`config.mk`:
```
export PLATFORM = sky130hd
export DESIGN_NAME = sparse_sample_buffer
export DESIGN_NICKNAME = d
export VERILOG_FILES = /design/src/common/sparse_pkg.sv /design/src/common/capture_if.sv /design/src/common/stream_if.sv /design/src/hw/sample_discriminator.sv /design/src/sample_buffer/sample_buffer.sv /design/src/hw/readout_sequencer.sv /design/src/hw/sparse_sample_buffer.sv
export SDC_FILE = /design/constraint.sdc
export NUM_CORES = 1
export LEC_CHECK = 0
export BUFFER_PORTS_ARGS = -buffer_cell sky130_fd_sc_hd__buf_2
export CELL_PAD_IN_SITES_DETAIL_PLACEMENT = 0
export CELL_PAD_IN_SITES_GLOBAL_PLACEMENT = 2
export CORE_MARGIN = 2
export CORE_UTILIZATION = 52
export DETAILED_ROUTE_END_ITERATION = 7
export PLACE_DENSITY_LB_ADDON = 0.1
export SLEW_MARGIN = 10
export SYNTH_ARGS = -nofsm -noshare
export SYNTH_HDL_FRONTEND = slang
export SYNTH_SLANG_ARGS = --single-unit
```
`constraint.sdc`:
```
create_clock -name clk -period 5.1 [get_ports clk]
set_input_delay 0.51 -clock clk [delete_from_list [all_inputs] [get_ports clk]]
set_output_delay 0.51 -clock clk [all_outputs]
set_load 0.02 [all_outputs]
```
`src/common/sparse_pkg.sv`:
```
/*
 * shared sizes, sample and threshold types, output word union
 * and the empty buffer marker
 */
package sparse_pkg;

  localparam int CHANNELS     = 2;   // input channels, one bank each
  localparam int SAMPLE_WIDTH = 16;
  localparam int INDEX_WIDTH  = 12;  // saved-sample index in a stamp
  localparam int CLOCK_WIDTH  = 20;  // cycle count in a stamp
  localparam int WORD_WIDTH   = 32;  // output stream word
  localparam int DATA_DEPTH   = 16;  // entries per sample bank
  localparam int STAMP_DEPTH  = 4;   // entries per timestamp bank
  localparam int BANK_WIDTH   = $clog2(CHANNELS);
  localparam int PAD_WIDTH    = WORD_WIDTH - 1 - SAMPLE_WIDTH;

  typedef logic signed [SAMPLE_WIDTH-1:0] sample_t;

  // per-channel hysteresis limits
  typedef struct packed {
    sample_t low;
    sample_t high;
  } thr_t;

  // timestamp record: where in the channel's data it sits, and when
  typedef struct packed {
    logic [INDEX_WIDTH-1:0] index;
    logic [CLOCK_WIDTH-1:0] clock;
  } stamp_view_t;

  // sample record, channel on the msb
  typedef struct packed {
    logic                 channel;
    logic [PAD_WIDTH-1:0] zero;  // always cleared
    sample_t              sample;
  } sample_view_t;

  // one output word, read as a stamp or as a sample depending on stream position
  typedef union packed {
    stamp_view_t  stamp;
    sample_view_t data;
  } out_word_t;

  localparam out_word_t EMPTY_MARK = '1; // sent by a buffer with nothing captured

endpackage

```
`src/common/capture_if.sv`:
```
/*
 * discriminator results to both buffers, per-channel one-cycle strobes
 */
`timescale 1ns/100ps

interface capture_if import sparse_pkg::*; ();

  logic [CHANNELS-1:0] sample_valid;         // strobe, no back-pressure
  out_word_t           sample_word [CHANNELS]; // sample view
  logic [CHANNELS-1:0] stamp_valid;          // low-to-high transition
  out_word_t           stamp_word [CHANNELS];  // stamp view

  modport source (
    output sample_valid, sample_word, stamp_valid, stamp_word
  );

  modport sample_sink (input sample_valid, sample_word);

  modport stamp_sink (input stamp_valid, stamp_word);

endinterface

```
`src/common/stream_if.sv`:
```
/*
 * valid/ready/last stream of output words
 */
`timescale 1ns/100ps

interface stream_if import sparse_pkg::*; ();

  out_word_t data;   // held steady until accepted
  logic      valid;
  logic      last;   // final word of a readout
  logic      ready;

  // buffer side
  modport source (output data, valid, last, input ready);

  // sequencer side
  modport sink (input data, valid, last, output ready);

endinterface

```
`src/hw/sample_discriminator.sv`:
```
/*
 * per-channel hysteresis discriminator with sample index and cycle counters,
 * formats sample and timestamp records for the buffers
 */
`timescale 1ns/100ps

module sample_discriminator import sparse_pkg::*; (
  input  logic    clk,
  input  logic    reset,
  input  logic    in_valid,
  input  sample_t in_samples [CHANNELS],
  input  logic    thr_valid,
  input  sample_t thr_low [CHANNELS],
  input  sample_t thr_high [CHANNELS],
  input  logic    restart,   // new capture, clears flags and counters
  capture_if.source cap
);

  thr_t                   thr [CHANNELS];
  logic [CHANNELS-1:0]    is_high;
  logic [CHANNELS-1:0]    next_high;
  logic [INDEX_WIDTH-1:0] count [CHANNELS];  // samples saved so far
  logic [CLOCK_WIDTH-1:0] clock;             // cycles since restart

  // hysteresis, held between the two limits
  always_comb begin
    for (int c = 0; c < CHANNELS; c++) begin
      if (in_samples[c] > thr[c].high) next_high[c] = 1'b1;
      else if (in_samples[c] < thr[c].low) next_high[c] = 1'b0;
      else next_high[c] = is_high[c];
    end
  end

  always_ff @(posedge clk) begin
    if (thr_valid) begin
      for (int c = 0; c < CHANNELS; c++) begin
        thr[c].low  <= thr_low[c];
        thr[c].high <= thr_high[c];
      end
    end
  end

  always_ff @(posedge clk) begin
    if (reset || restart) begin
      // sample in a restart cycle is dropped
      is_high          <= '0;
      clock            <= '0;
      cap.sample_valid <= '0;
      cap.stamp_valid  <= '0;
      for (int c = 0; c < CHANNELS; c++) count[c] <= '0;
    end else begin
      clock            <= clock + 1'b1;
      cap.sample_valid <= in_valid ? next_high : '0;
      cap.stamp_valid  <= in_valid ? (next_high & ~is_high) : '0; // rising edge only
      if (in_valid) begin
        is_high <= next_high;
        for (int c = 0; c < CHANNELS; c++) begin
          if (next_high[c]) count[c] <= count[c] + 1'b1;
        end
      end
    end
  end

  // record payload, qualified by the strobes above
  always_ff @(posedge clk) begin
    for (int c = 0; c < CHANNELS; c++) begin
      cap.sample_word[c].data.channel <= 1'(c);
      cap.sample_word[c].data.zero    <= '0;
      cap.sample_word[c].data.sample  <= in_samples[c];
      cap.stamp_word[c].stamp.index   <= count[c];  // count before this sample
      cap.stamp_word[c].stamp.clock   <= clock;
    end
  end

endmodule

```
`src/sample_buffer/sample_buffer.sv`:
```
/*
 * banked capture memory, one bank per channel, with idle/capture/readout FSM
 * and a valid/ready readout stream
 */
`timescale 1ns/100ps

module sample_buffer import sparse_pkg::*; #(
  parameter int DEPTH = DATA_DEPTH  // entries per bank
) (
  input  logic                clk,
  input  logic                reset,
  input  logic [CHANNELS-1:0] wr_valid,
  input  out_word_t           wr_word [CHANNELS],
  input  logic                start,
  input  logic                stop,
  input  logic                stop_other,  // other buffer filled up
  output logic                full,
  output logic                busy,
  stream_if.source            rd
);

  localparam int ADDR_W = $clog2(DEPTH);
  localparam int CNT_W  = $clog2(DEPTH + 1);  // must hold DEPTH itself

  typedef enum logic [1:0] {IDLE, CAPTURE, READOUT} state_t;

  state_t                state;
  out_word_t             mem [CHANNELS][DEPTH];
  logic [CNT_W-1:0]      count [CHANNELS];
  logic [BANK_WIDTH-1:0] rd_bank;
  logic [BANK_WIDTH-1:0] first_bank;
  logic [BANK_WIDTH-1:0] last_bank;
  logic [BANK_WIDTH-1:0] next_bank;    // next non-empty bank after rd_bank
  logic [ADDR_W-1:0]     rd_ptr;
  logic                  all_empty;
  logic                  capture_end;
  logic                  write_ok;
  logic                  bank_end;
  logic                  xfer;

  // scan from the top so the lowest matching bank wins
  always_comb begin
    full       = 1'b0;
    all_empty  = 1'b1;
    first_bank = '0;
    last_bank  = '0;
    next_bank  = '0;
    for (int b = CHANNELS - 1; b >= 0; b--) begin
      if (count[b] == CNT_W'(DEPTH)) full = 1'b1;
      if (count[b] != '0) begin
        if (all_empty) last_bank = BANK_WIDTH'(b);  // first hit is the highest
        all_empty  = 1'b0;
        first_bank = BANK_WIDTH'(b);
        if (b > int'(rd_bank)) next_bank = BANK_WIDTH'(b);
      end
    end
    full = full & (state == CAPTURE);
  end

  assign capture_end = (state == CAPTURE) && (stop || stop_other || full);
  assign write_ok    = (state == CAPTURE) && !capture_end;  // ending cycle writes nothing
  assign bank_end    = (CNT_W'(rd_ptr) + CNT_W'(1)) == count[rd_bank];

  assign rd.valid = (state == READOUT);
  assign rd.data  = all_empty ? EMPTY_MARK : mem[rd_bank][rd_ptr];
  assign rd.last  = rd.valid && (all_empty || (bank_end && rd_bank == last_bank));
  assign xfer     = rd.valid && rd.ready;
  assign busy     = (state != IDLE);

  always_ff @(posedge clk) begin
    for (int c = 0; c < CHANNELS; c++) begin
      if (write_ok && wr_valid[c] && count[c] != CNT_W'(DEPTH))
        mem[c][ADDR_W'(count[c])] <= wr_word[c];
    end
  end

  always_ff @(posedge clk) begin
    if (reset) begin
      state   <= IDLE;
      rd_bank <= '0;
      rd_ptr  <= '0;
      for (int c = 0; c < CHANNELS; c++) count[c] <= '0;
    end else begin
      unique case (state)
        IDLE: if (start) begin
          state <= CAPTURE;
          for (int c = 0; c < CHANNELS; c++) count[c] <= '0;
        end
        CAPTURE: begin
          if (capture_end) begin
            state   <= READOUT;
            rd_bank <= first_bank;  // empty banks are skipped
            rd_ptr  <= '0;
          end else begin
            for (int c = 0; c < CHANNELS; c++) begin
              if (wr_valid[c] && count[c] != CNT_W'(DEPTH)) count[c] <= count[c] + 1'b1;
            end
          end
        end
        READOUT: if (xfer) begin
          if (rd.last) begin
            state <= IDLE;
          end else if (bank_end) begin
            rd_bank <= next_bank;
            rd_ptr  <= '0;
          end else begin
            rd_ptr <= rd_ptr + 1'b1;
          end
        end
        default: state <= IDLE;
      endcase
    end
  end

endmodule

```
`src/hw/readout_sequencer.sv`:
```
/*
 * output mux of the two buffer streams, all timestamps then all samples
 */
`timescale 1ns/100ps

module readout_sequencer import sparse_pkg::*; (
  input  logic      clk,
  input  logic      reset,
  stream_if.sink    stamps,
  stream_if.sink    samples,
  output out_word_t out_data,
  output logic      out_valid,
  output logic      out_last,
  input  logic      out_ready
);

  typedef enum logic {SEL_STAMPS, SEL_SAMPLES} sel_t;

  sel_t sel;

  // advance on the transfer of each stream's last word
  always_ff @(posedge clk) begin
    if (reset) begin
      sel <= SEL_STAMPS;
    end else begin
      unique case (sel)
        SEL_STAMPS:
          if (stamps.valid && stamps.ready && stamps.last) sel <= SEL_SAMPLES;
        SEL_SAMPLES:
          if (samples.valid && samples.ready && samples.last) sel <= SEL_STAMPS;
        default: sel <= SEL_STAMPS;
      endcase
    end
  end

  always_comb begin
    if (sel == SEL_SAMPLES) begin
      out_data  = samples.data;
      out_valid = samples.valid;
      out_last  = samples.last;
    end else begin
      out_data  = stamps.data;
      out_valid = stamps.valid;
      out_last  = 1'b0;           // stamp last stays internal
    end
  end

  // unselected stream sees no ready and holds its word
  assign stamps.ready  = (sel == SEL_STAMPS) && out_ready;
  assign samples.ready = (sel == SEL_SAMPLES) && out_ready;

endmodule

```
`src/hw/sparse_sample_buffer.sv`:
```
/*
 * top level: discriminator, data and timestamp buffers, readout sequencer
 */
`timescale 1ns/100ps

module sparse_sample_buffer import sparse_pkg::*; (
  input  logic      clk,
  input  logic      reset,
  input  logic      in_valid,
  input  sample_t   in_samples [CHANNELS],
  input  logic      thr_valid,
  input  sample_t   thr_low [CHANNELS],
  input  sample_t   thr_high [CHANNELS],
  input  logic      start,      // one-cycle pulse
  input  logic      stop,       // one-cycle pulse
  input  logic      out_ready,
  output out_word_t out_data,
  output logic      out_valid,
  output logic      out_last,
  output logic      busy
);

  logic start_ok;  // start accepted only with both buffers idle
  logic data_full, stamp_full;
  logic data_busy, stamp_busy;

  capture_if cap ();
  stream_if  data_rd ();
  stream_if  stamp_rd ();

  assign busy     = data_busy | stamp_busy;
  assign start_ok = start & ~busy;

  sample_discriminator disc (
    .clk, .reset, .in_valid, .in_samples, .thr_valid, .thr_low, .thr_high,
    .restart (start_ok),  // fresh indices and flags per capture
    .cap     (cap)
  );

  // a full bank in either buffer ends capture in both
  sample_buffer #(.DEPTH(DATA_DEPTH)) data_buffer (
    .clk, .reset,
    .wr_valid (cap.sample_valid),
    .wr_word  (cap.sample_word),
    .start    (start_ok),
    .stop,
    .stop_other (stamp_full),
    .full     (data_full),
    .busy     (data_busy),
    .rd       (data_rd)
  );

  sample_buffer #(.DEPTH(STAMP_DEPTH)) stamp_buffer (
    .clk, .reset,
    .wr_valid (cap.stamp_valid),
    .wr_word  (cap.stamp_word),
    .start    (start_ok),
    .stop,
    .stop_other (data_full),
    .full     (stamp_full),
    .busy     (stamp_busy),
    .rd       (stamp_rd)
  );

  readout_sequencer seq (
    .clk, .reset,
    .stamps  (stamp_rd),
    .samples (data_rd),
    .out_data, .out_valid, .out_last, .out_ready
  );

endmodule

```
**Word level (Yosys, flattened, before mapping)**

Memory sizes are Yosys's and may differ from the RTL's. A register that Yosys moved wholly into a read port is not among the register bits.
Cells that the tools add are included.
W data, S select, Z words.

- Memory bits (read-only): 0
- Latch bits: 0
- Input port bits: 103
- RAM bits: 904
- Memories: 6
- Register bits: 135

Memory list:

| name | words | bits a word | rd ports | clocked after memory_dff | write ports | line | text |
|---|---|---|---|---|---|---|---|
| data_buffer.mem | 2 | 272 | 1 | 1 | 2 | sample_buffer.sv:28 | `out_word_t mem [CHANNELS][DEPTH];` |
| stamp_buffer.mem | 2 | 128 | 1 | 1 | 2 | sample_buffer.sv:28 |  |
| disc.thr | 2 | 32 | 2 | 0 | 2 | sample_discriminator.sv:19 | `thr_t thr [CHANNELS];` |
| disc.count | 2 | 12 | 2 | 0 | 2 | sample_discriminator.sv:22 | `logic [INDEX_WIDTH-1:0] count [CHANNELS];` |
| data_buffer.count | 2 | 5 | 3 | 1 | 2 | sample_buffer.sv:29 | `logic [CNT_W-1:0] count [CHANNELS];` |
| stamp_buffer.count | 2 | 3 | 3 | 1 | 2 | sample_buffer.sv:29 |  |

- Equal/unequal tests: 28
- Reduce and logical (&&, ||, !) cells: 56
- Magnitude comparators: 16
- Multiply operators: 0
- Shift-type cells: 0
- Add/sub/neg operators: 11
- Mux-type cells: 142
- Div/mod/pow operators: 0
- Bitwise operators: 25

Operators by type and width:

| operator | count |
|---|---|
| $mux W512 | 2 |
| $mux W32 | 11 |
| $demux W32 S4 | 2 |
| $mux W128 | 2 |
| $bmux W32 S4 | 1 |
| $demux W32 S2 | 2 |
| $mux W1 | 89 |
| $bmux W32 S2 | 1 |
| $gt A16 B16 Y1 | 2 |
| $lt A16 B16 Y1 | 2 |
| $logic_and A1 B1 Y1 | 30 |
| $add A12 B1 Y12 const B | 2 |
| $mux W12 | 2 |
| $mux W2 | 11 |
| $add A20 B1 Y20 const B | 1 |
| $mux W5 | 4 |
| $ne A2 B2 Y1 const B | 9 |
| $mux W4 | 4 |
| $reduce_and A4 Y1 | 4 |
| $ge A5 B5 Y1 const B | 3 |
| $not A4 Y5 | 3 |
| $mux W3 | 4 |
| $pmux W2 S3 | 2 |
| $or A1 B1 Y1 | 11 |
| 36 further kinds | 74 |

**Depth between registers and ports, before layout**

An unclocked memory read counts as a cell.

- Depth in word-level cells: 14
- Mapped depth: 11
- Mapped depth without buffers: 10

**Cells and area by module**

A second synthesis with hierarchy kept.

- Cells, all modules: 2958
- Area total of the unflattened synthesis: 59413.2 µm²

By module, submodules not included:

| module | times used | sequential area each (µm²) | area each (µm²) | cells each |
|---|---|---|---|---|
| sample_buffer at data_buffer | 1 | 31209.9 | 40515.1 | 1777 |
| sample_buffer at stamp_buffer | 1 | 7987.7 | 10555.1 | 505 |
| sample_discriminator | 1 | 4684.5 | 7767.4 | 631 |
| readout_sequencer | 1 | 20.0 | 561.8 | 43 |
| sparse_sample_buffer | 1 | 0.0 | 13.8 | 2 |

**Worst setup path before layout**

OpenSTA, ideal clock, no wires.

- Kind: reg-to-reg
- Start point: mem stamp_buffer.count[1][0] (netlist name)
- End point: mem data_buffer.mem[1][119] (netlist name), enable pin
- Cell stages (with the launch flop): 10
- Arrival: 2840 ps
- Slack: 1846 ps
- Clock period less this slack: 3254 ps
- Cells stage by stage: edfxtp_1 -> inv_1 -> ha_1 -> a22o_1 -> a21oi_1 -> and3_1 -> buf_6 -> and2_1 -> nand2_1 -> nor3b_1

RTL lines:

| what | line |
|---|---|
| start: declaration | sample_buffer.sv:29 |
| end: declaration | sample_buffer.sv:28 |

==> flow_metrics.py <==
metrics = {
    "outcome": {
        "outcome": "finished, final reports clean",
    },
    "worst_setup_path": {
        "start_kind": "flip-flop",
        "critPathSlowestCell": "sky130_fd_sc_hd__dfxtp_4",
        "crit_chain": "buf_4 > mux4_2 > mux4_2 > mux2i_1 > a32oi_1 > buf_2",
        "timing.setup.critical_path_class": "reg -> out",
        "crit_family": "multiplexers",
        "timing.critical_path.slowest_cell_delay_ns": 0.67,
        "r2r_end": "data_buffer.mem[1][171]",
        "r2r_setup_slack_ns": 1.10,
        "crit_reg_reg_startpoint": "data_buffer.count[1][0]",
        "combined_buffer_and_inverter_count_along_the_critical_path": 2,
        "worstPathMaxFanout": 22,
        "critical_path_depth": 6,
        "worst_ep_arrival_time_ns": 3.84,
        "reg2regPathDepth": 9,
        "critPathRequiredTime_ns": 4.59,
        "end_kind": "output port",
        "worst_path_most_repeated_cell": "sky130_fd_sc_hd__mux4_2",
    },
    "detailed_routing": {
        "wirelength_um": 93200,
        "route.antenna.remaining_nets": 0,
        "vias": 20100,
        "drt_iter0_drc": 1782,
        "routed_via_density": 5.89,
        "route.detailed.wl_per_inst_um": 27.3,
        "drc": 0,
        "first_pass_iters": 5,
    },
    "power_and_ir_drop": {
        "power_per_cell_area_nw_per_um2": 426,
        "worst_ir_drop_vdd_uv": 283,
        "pwr-share-seq_pct": 50.3,
        "switch_share_pct": 24.2,
        "total_power_mw": 19.3,
        "switchingPower_mw": 4.67,
        "share_comb_of_total_power_pct": 11.5,
        "leakage_component_of_the_power_nw": 15.3,
        "pwr-share-clk_pct": 38.2,
        "internal_power_mw": 14.6,
    },
    "clock_network": {
        "cts_repair_resize_count": 0,
        "worst_skew_pair.late_latency_ns": 0.66,
        "clk_pin_slew_ns": 0.06,
        "num_cts_buffers": 102,
        "cts.repair_timing.setup_buffer_count": 0,
        "ctsRootBufferMaster": "sky130_fd_sc_hd__clkbuf_16",
        "hold_fix_buffers_cts": 42,
        "htree_num_levels": 3,
        "cts_tree": "yes",
        "cts_max_path_buffers": 3,
        "cts_sinks": 1005,
    },
    "place": {
        "gp_routability_congestion": 0.844,
        "post-place-cells": 3176,
        "count_of_input_and_output_buffers": 137,
        "dp_hpwl_um": 56700,
    },
    "timing": {
        "period_needed_ns": 4.35,
        "grt_setup_unrepaired": "no",
        "timing.fmax_mhz": 230,
        "drv_slew": 0,
        "setup_viol_count_final": 0,
        "finalHoldViolations": 0,
        "max_slew.worst_pin.slew_ns": 1.05,
        "finalCritPeriodShare_pct": 85.3,
        "fin_worst_skew_ns": 0.0235,
        "tns_ns": 0,
        "timing.slew.headroom_pct": 30.0,
    },
    "yosys": {
        "post_synth_instance_area_um2": 39500,
        "syn_area_per_cell_um2": 18.8,
        "synth_enable_flop_cells": 872,
        "number_of_synthesis_warnings": 0,
        "ys.flop_type": "sky130_fd_sc_hd__edfxtp_1",
        "synthCells": 2097,
        "synth_fp_nets": 2291,
        "asyncSetResetFlopFracSynth_pct": 0,
        "ys_types": 71,
        "ys_ff_latch": 1005,
        "sequential_cell_area_fraction_in_the_yosys_report_pct": 73.0,
    },
    "cells_and_area": {
        "multi_input_comb_area_um2": 9930,
        "drive_gt1_share_pct": 25.4,
        "nFillCells": 5557,
        "mostFrequentLayoutCells": "sky130_fd_sc_hd__edfxtp_1 (872), sky130_fd_sc_hd__mux4_2 (228), sky130_fd_sc_hd__buf_2 (137), sky130_fd_sc_hd__dfxtp_1 (128)",
        "finish.cell_count_without_fillers": 3410,
        "layout.core_utilization_pct": 59.9,
        "register_area_um2": 28900,
        "n_antenna_cell": 0,
        "areaGrowthSynthToFinish_pct": 14.6,
        "mostFrequentLayoutCell": "sky130_fd_sc_hd__edfxtp_1",
        "nNetsFinal": 2538,
    },
    "floorplan": {
        "placementRows": 101,
        "fp.coreArea_um2": 75600,
        "die_h_um": 280,
        "dieArea_um2": 78200,
        "num_ports": 138,
        "floorplan.initialDensity_pct": 52.3,
        "floorplan.die.width_um": 280,
    },
    "grt": {
        "grt_antenna_before_repair": 4,
        "global_route_wire_length_before_repair_um": 137000,
        "vias_in_the_first_global_route": 20900,
        "grt-ovfl-total": 0,
        "grt_use_total_pct": 24.4,
        "maximum_number_of_pins_on_one_net_before_global_route_repair": 65,
    },
    "worst_hold_path": {
        "hold_class": "in -> reg",
        "holdPathStages": 1,
        "hold_path_startpoint": "in_samples[11]",
        "hold_path_end": "disc.cap.sample_word[11]",
    },
    "run": {
        "maxCapViolCount": 0,
    },
}
registers in the layout (all words and copies together) (netlist names), 6 cells and up, named ones only:
signal / count
data_buffer.mem: 528
stamp_buffer.mem: 256
disc.thr: 64
disc.cap.stamp_word: 44
disc.cap.sample_word: 32
disc.count: 24
disc.clock: 20
data_buffer.count: 10
stamp_buffer.count: 6
layer usage:
layer	vias up	part of all wire, %	track usage, %
li1	8848	-	-
met1	10500	40	31.3
met2	561	53	43.4
met4	0	2.7	7.66
met3	143	4.8	3.26
met5	-	0	0
cell usage after synthesis (4+ instances only):
cell type                     n  share of area [%]
sky130_fd_sc_hd__nand4_1     16               0.25
sky130_fd_sc_hd__xor2_1      30               0.67
sky130_fd_sc_hd__or2_1        5              0.079
sky130_fd_sc_hd__mux4_2     228                 13
sky130_fd_sc_hd__or2_2       10               0.16
sky130_fd_sc_hd__inv_1       95               0.90
sky130_fd_sc_hd__clkbuf_1    32               0.30
sky130_fd_sc_hd__buf_2       27               0.34
sky130_fd_sc_hd__a2111oi_0    5               0.11
sky130_fd_sc_hd__nand3_1     34               0.43
sky130_fd_sc_hd__a31oi_1     22               0.35
sky130_fd_sc_hd__nor2_1      88               0.84
sky130_fd_sc_hd__nand2_1    105                1.0
sky130_fd_sc_hd__nor3b_1      8               0.15
sky130_fd_sc_hd__mux2i_1     26               0.66
sky130_fd_sc_hd__o21ai_0     22               0.28
sky130_fd_sc_hd__nand2b_1     6              0.095
sky130_fd_sc_hd__a211oi_1     6               0.11
sky130_fd_sc_hd__o211ai_1     8               0.15
sky130_fd_sc_hd__a21o_1      10               0.19
sky130_fd_sc_hd__edfxtp_1   872                 66
sky130_fd_sc_hd__a21oi_1     28               0.35
sky130_fd_sc_hd__o22ai_1      4              0.063
sky130_fd_sc_hd__a32oi_1     17               0.38
sky130_fd_sc_hd__xnor2_1     20               0.44
sky130_fd_sc_hd__and2_1      32               0.51
sky130_fd_sc_hd__and3_1      25               0.40
sky130_fd_sc_hd__nor2b_1      5              0.079
sky130_fd_sc_hd__or3_1        4              0.063
sky130_fd_sc_hd__nor4_1       4              0.063
sky130_fd_sc_hd__ha_1        91                2.9
sky130_fd_sc_hd__nor3_1       6              0.076
sky130_fd_sc_hd__buf_6        9               0.26
sky130_fd_sc_hd__buf_1       15               0.14
sky130_fd_sc_hd__dfxtp_1    133                6.7
power by group through the flow:
stage | logic [mW] | registers [mW] | clock network [mW]
after floorplan | 1.74 | 9.61 | 0
after global placement | 2.20 | 9.87 | 0
after detailed placement | 2.22 | 9.89 | 0
after CTS | 2.25 | 9.72 | 7.50
after global routing | 2.42 | 9.77 | 7.81
final | 2.22 | 9.71 | 7.37
metrics by stage:
| step | instance area [um2] | setup slack [ns] | hold WS, ns |
|---|---|---|---|
| 5_1_grt | 45300 | 0.555 | 0.00955 |
| 6_report | 45300 | 0.750 | 0.0327 |
| 4_1_cts | 45300 | 0.697 | 0.000415 |
| 3_3_place_gp | 41500 | 1.29 | 0.365 |
| 2_1_floorplan | 39500 | 1.85 | 0.350 |
| 3_5_place_dp | 41500 | 1.17 | 0.366 |
worst max-delay path by stage:
stage                        startpoint                      end  slack (ns)
6_report                      flip-flop              out_data[3]        0.75
5_1_grt                       flip-flop              out_data[2]        0.55
4_1_cts                       flip-flop              out_data[3]        0.70
3_5_place_dp    data_buffer.count[1][0]  data_buffer.mem[1][180]        1.17
3_3_place_gp    data_buffer.count[1][0]  data_buffer.mem[1][146]        1.29
2_1_floorplan  stamp_buffer.count[1][0]  data_buffer.mem[1][119]        1.85
cell type report:
cell class | instances | share of cell area [%]
clock buffers | 128 | 6.15
multi-input cells | 910 | 21.9
inverters | 97 | 0.807
clock inverters | 64 | 1.26
well taps | 978 | 2.70
repair buffers | 228 | 3.37
flip-flops and latches | 1005 | 63.8
worst reg2reg max path, delay by kind of cell, from the launching register on:
kind	cells	cell delay, ns
AND/OR/NAND/NOR	5	2.10
adder cells (fa/ha/maj)	1	0.25
buffers and inverters	2	0.46
flip-flops	1	0.45
AO/OA/AOI/OAI	1	0.43
cells by family after synthesis:
group	count (synthesis)	synth area share, %
flip-flops	1005	73.0
AND/OR/NAND/NOR	361	4.51
multiplexers	257	13.8
buffers and inverters	182	2.00
AO/OA/AOI/OAI	151	2.67
adder cells (fa/ha/maj)	91	2.88
XOR/XNOR	50	1.11
No activity file was read; power rests on OpenSTA's default activity.
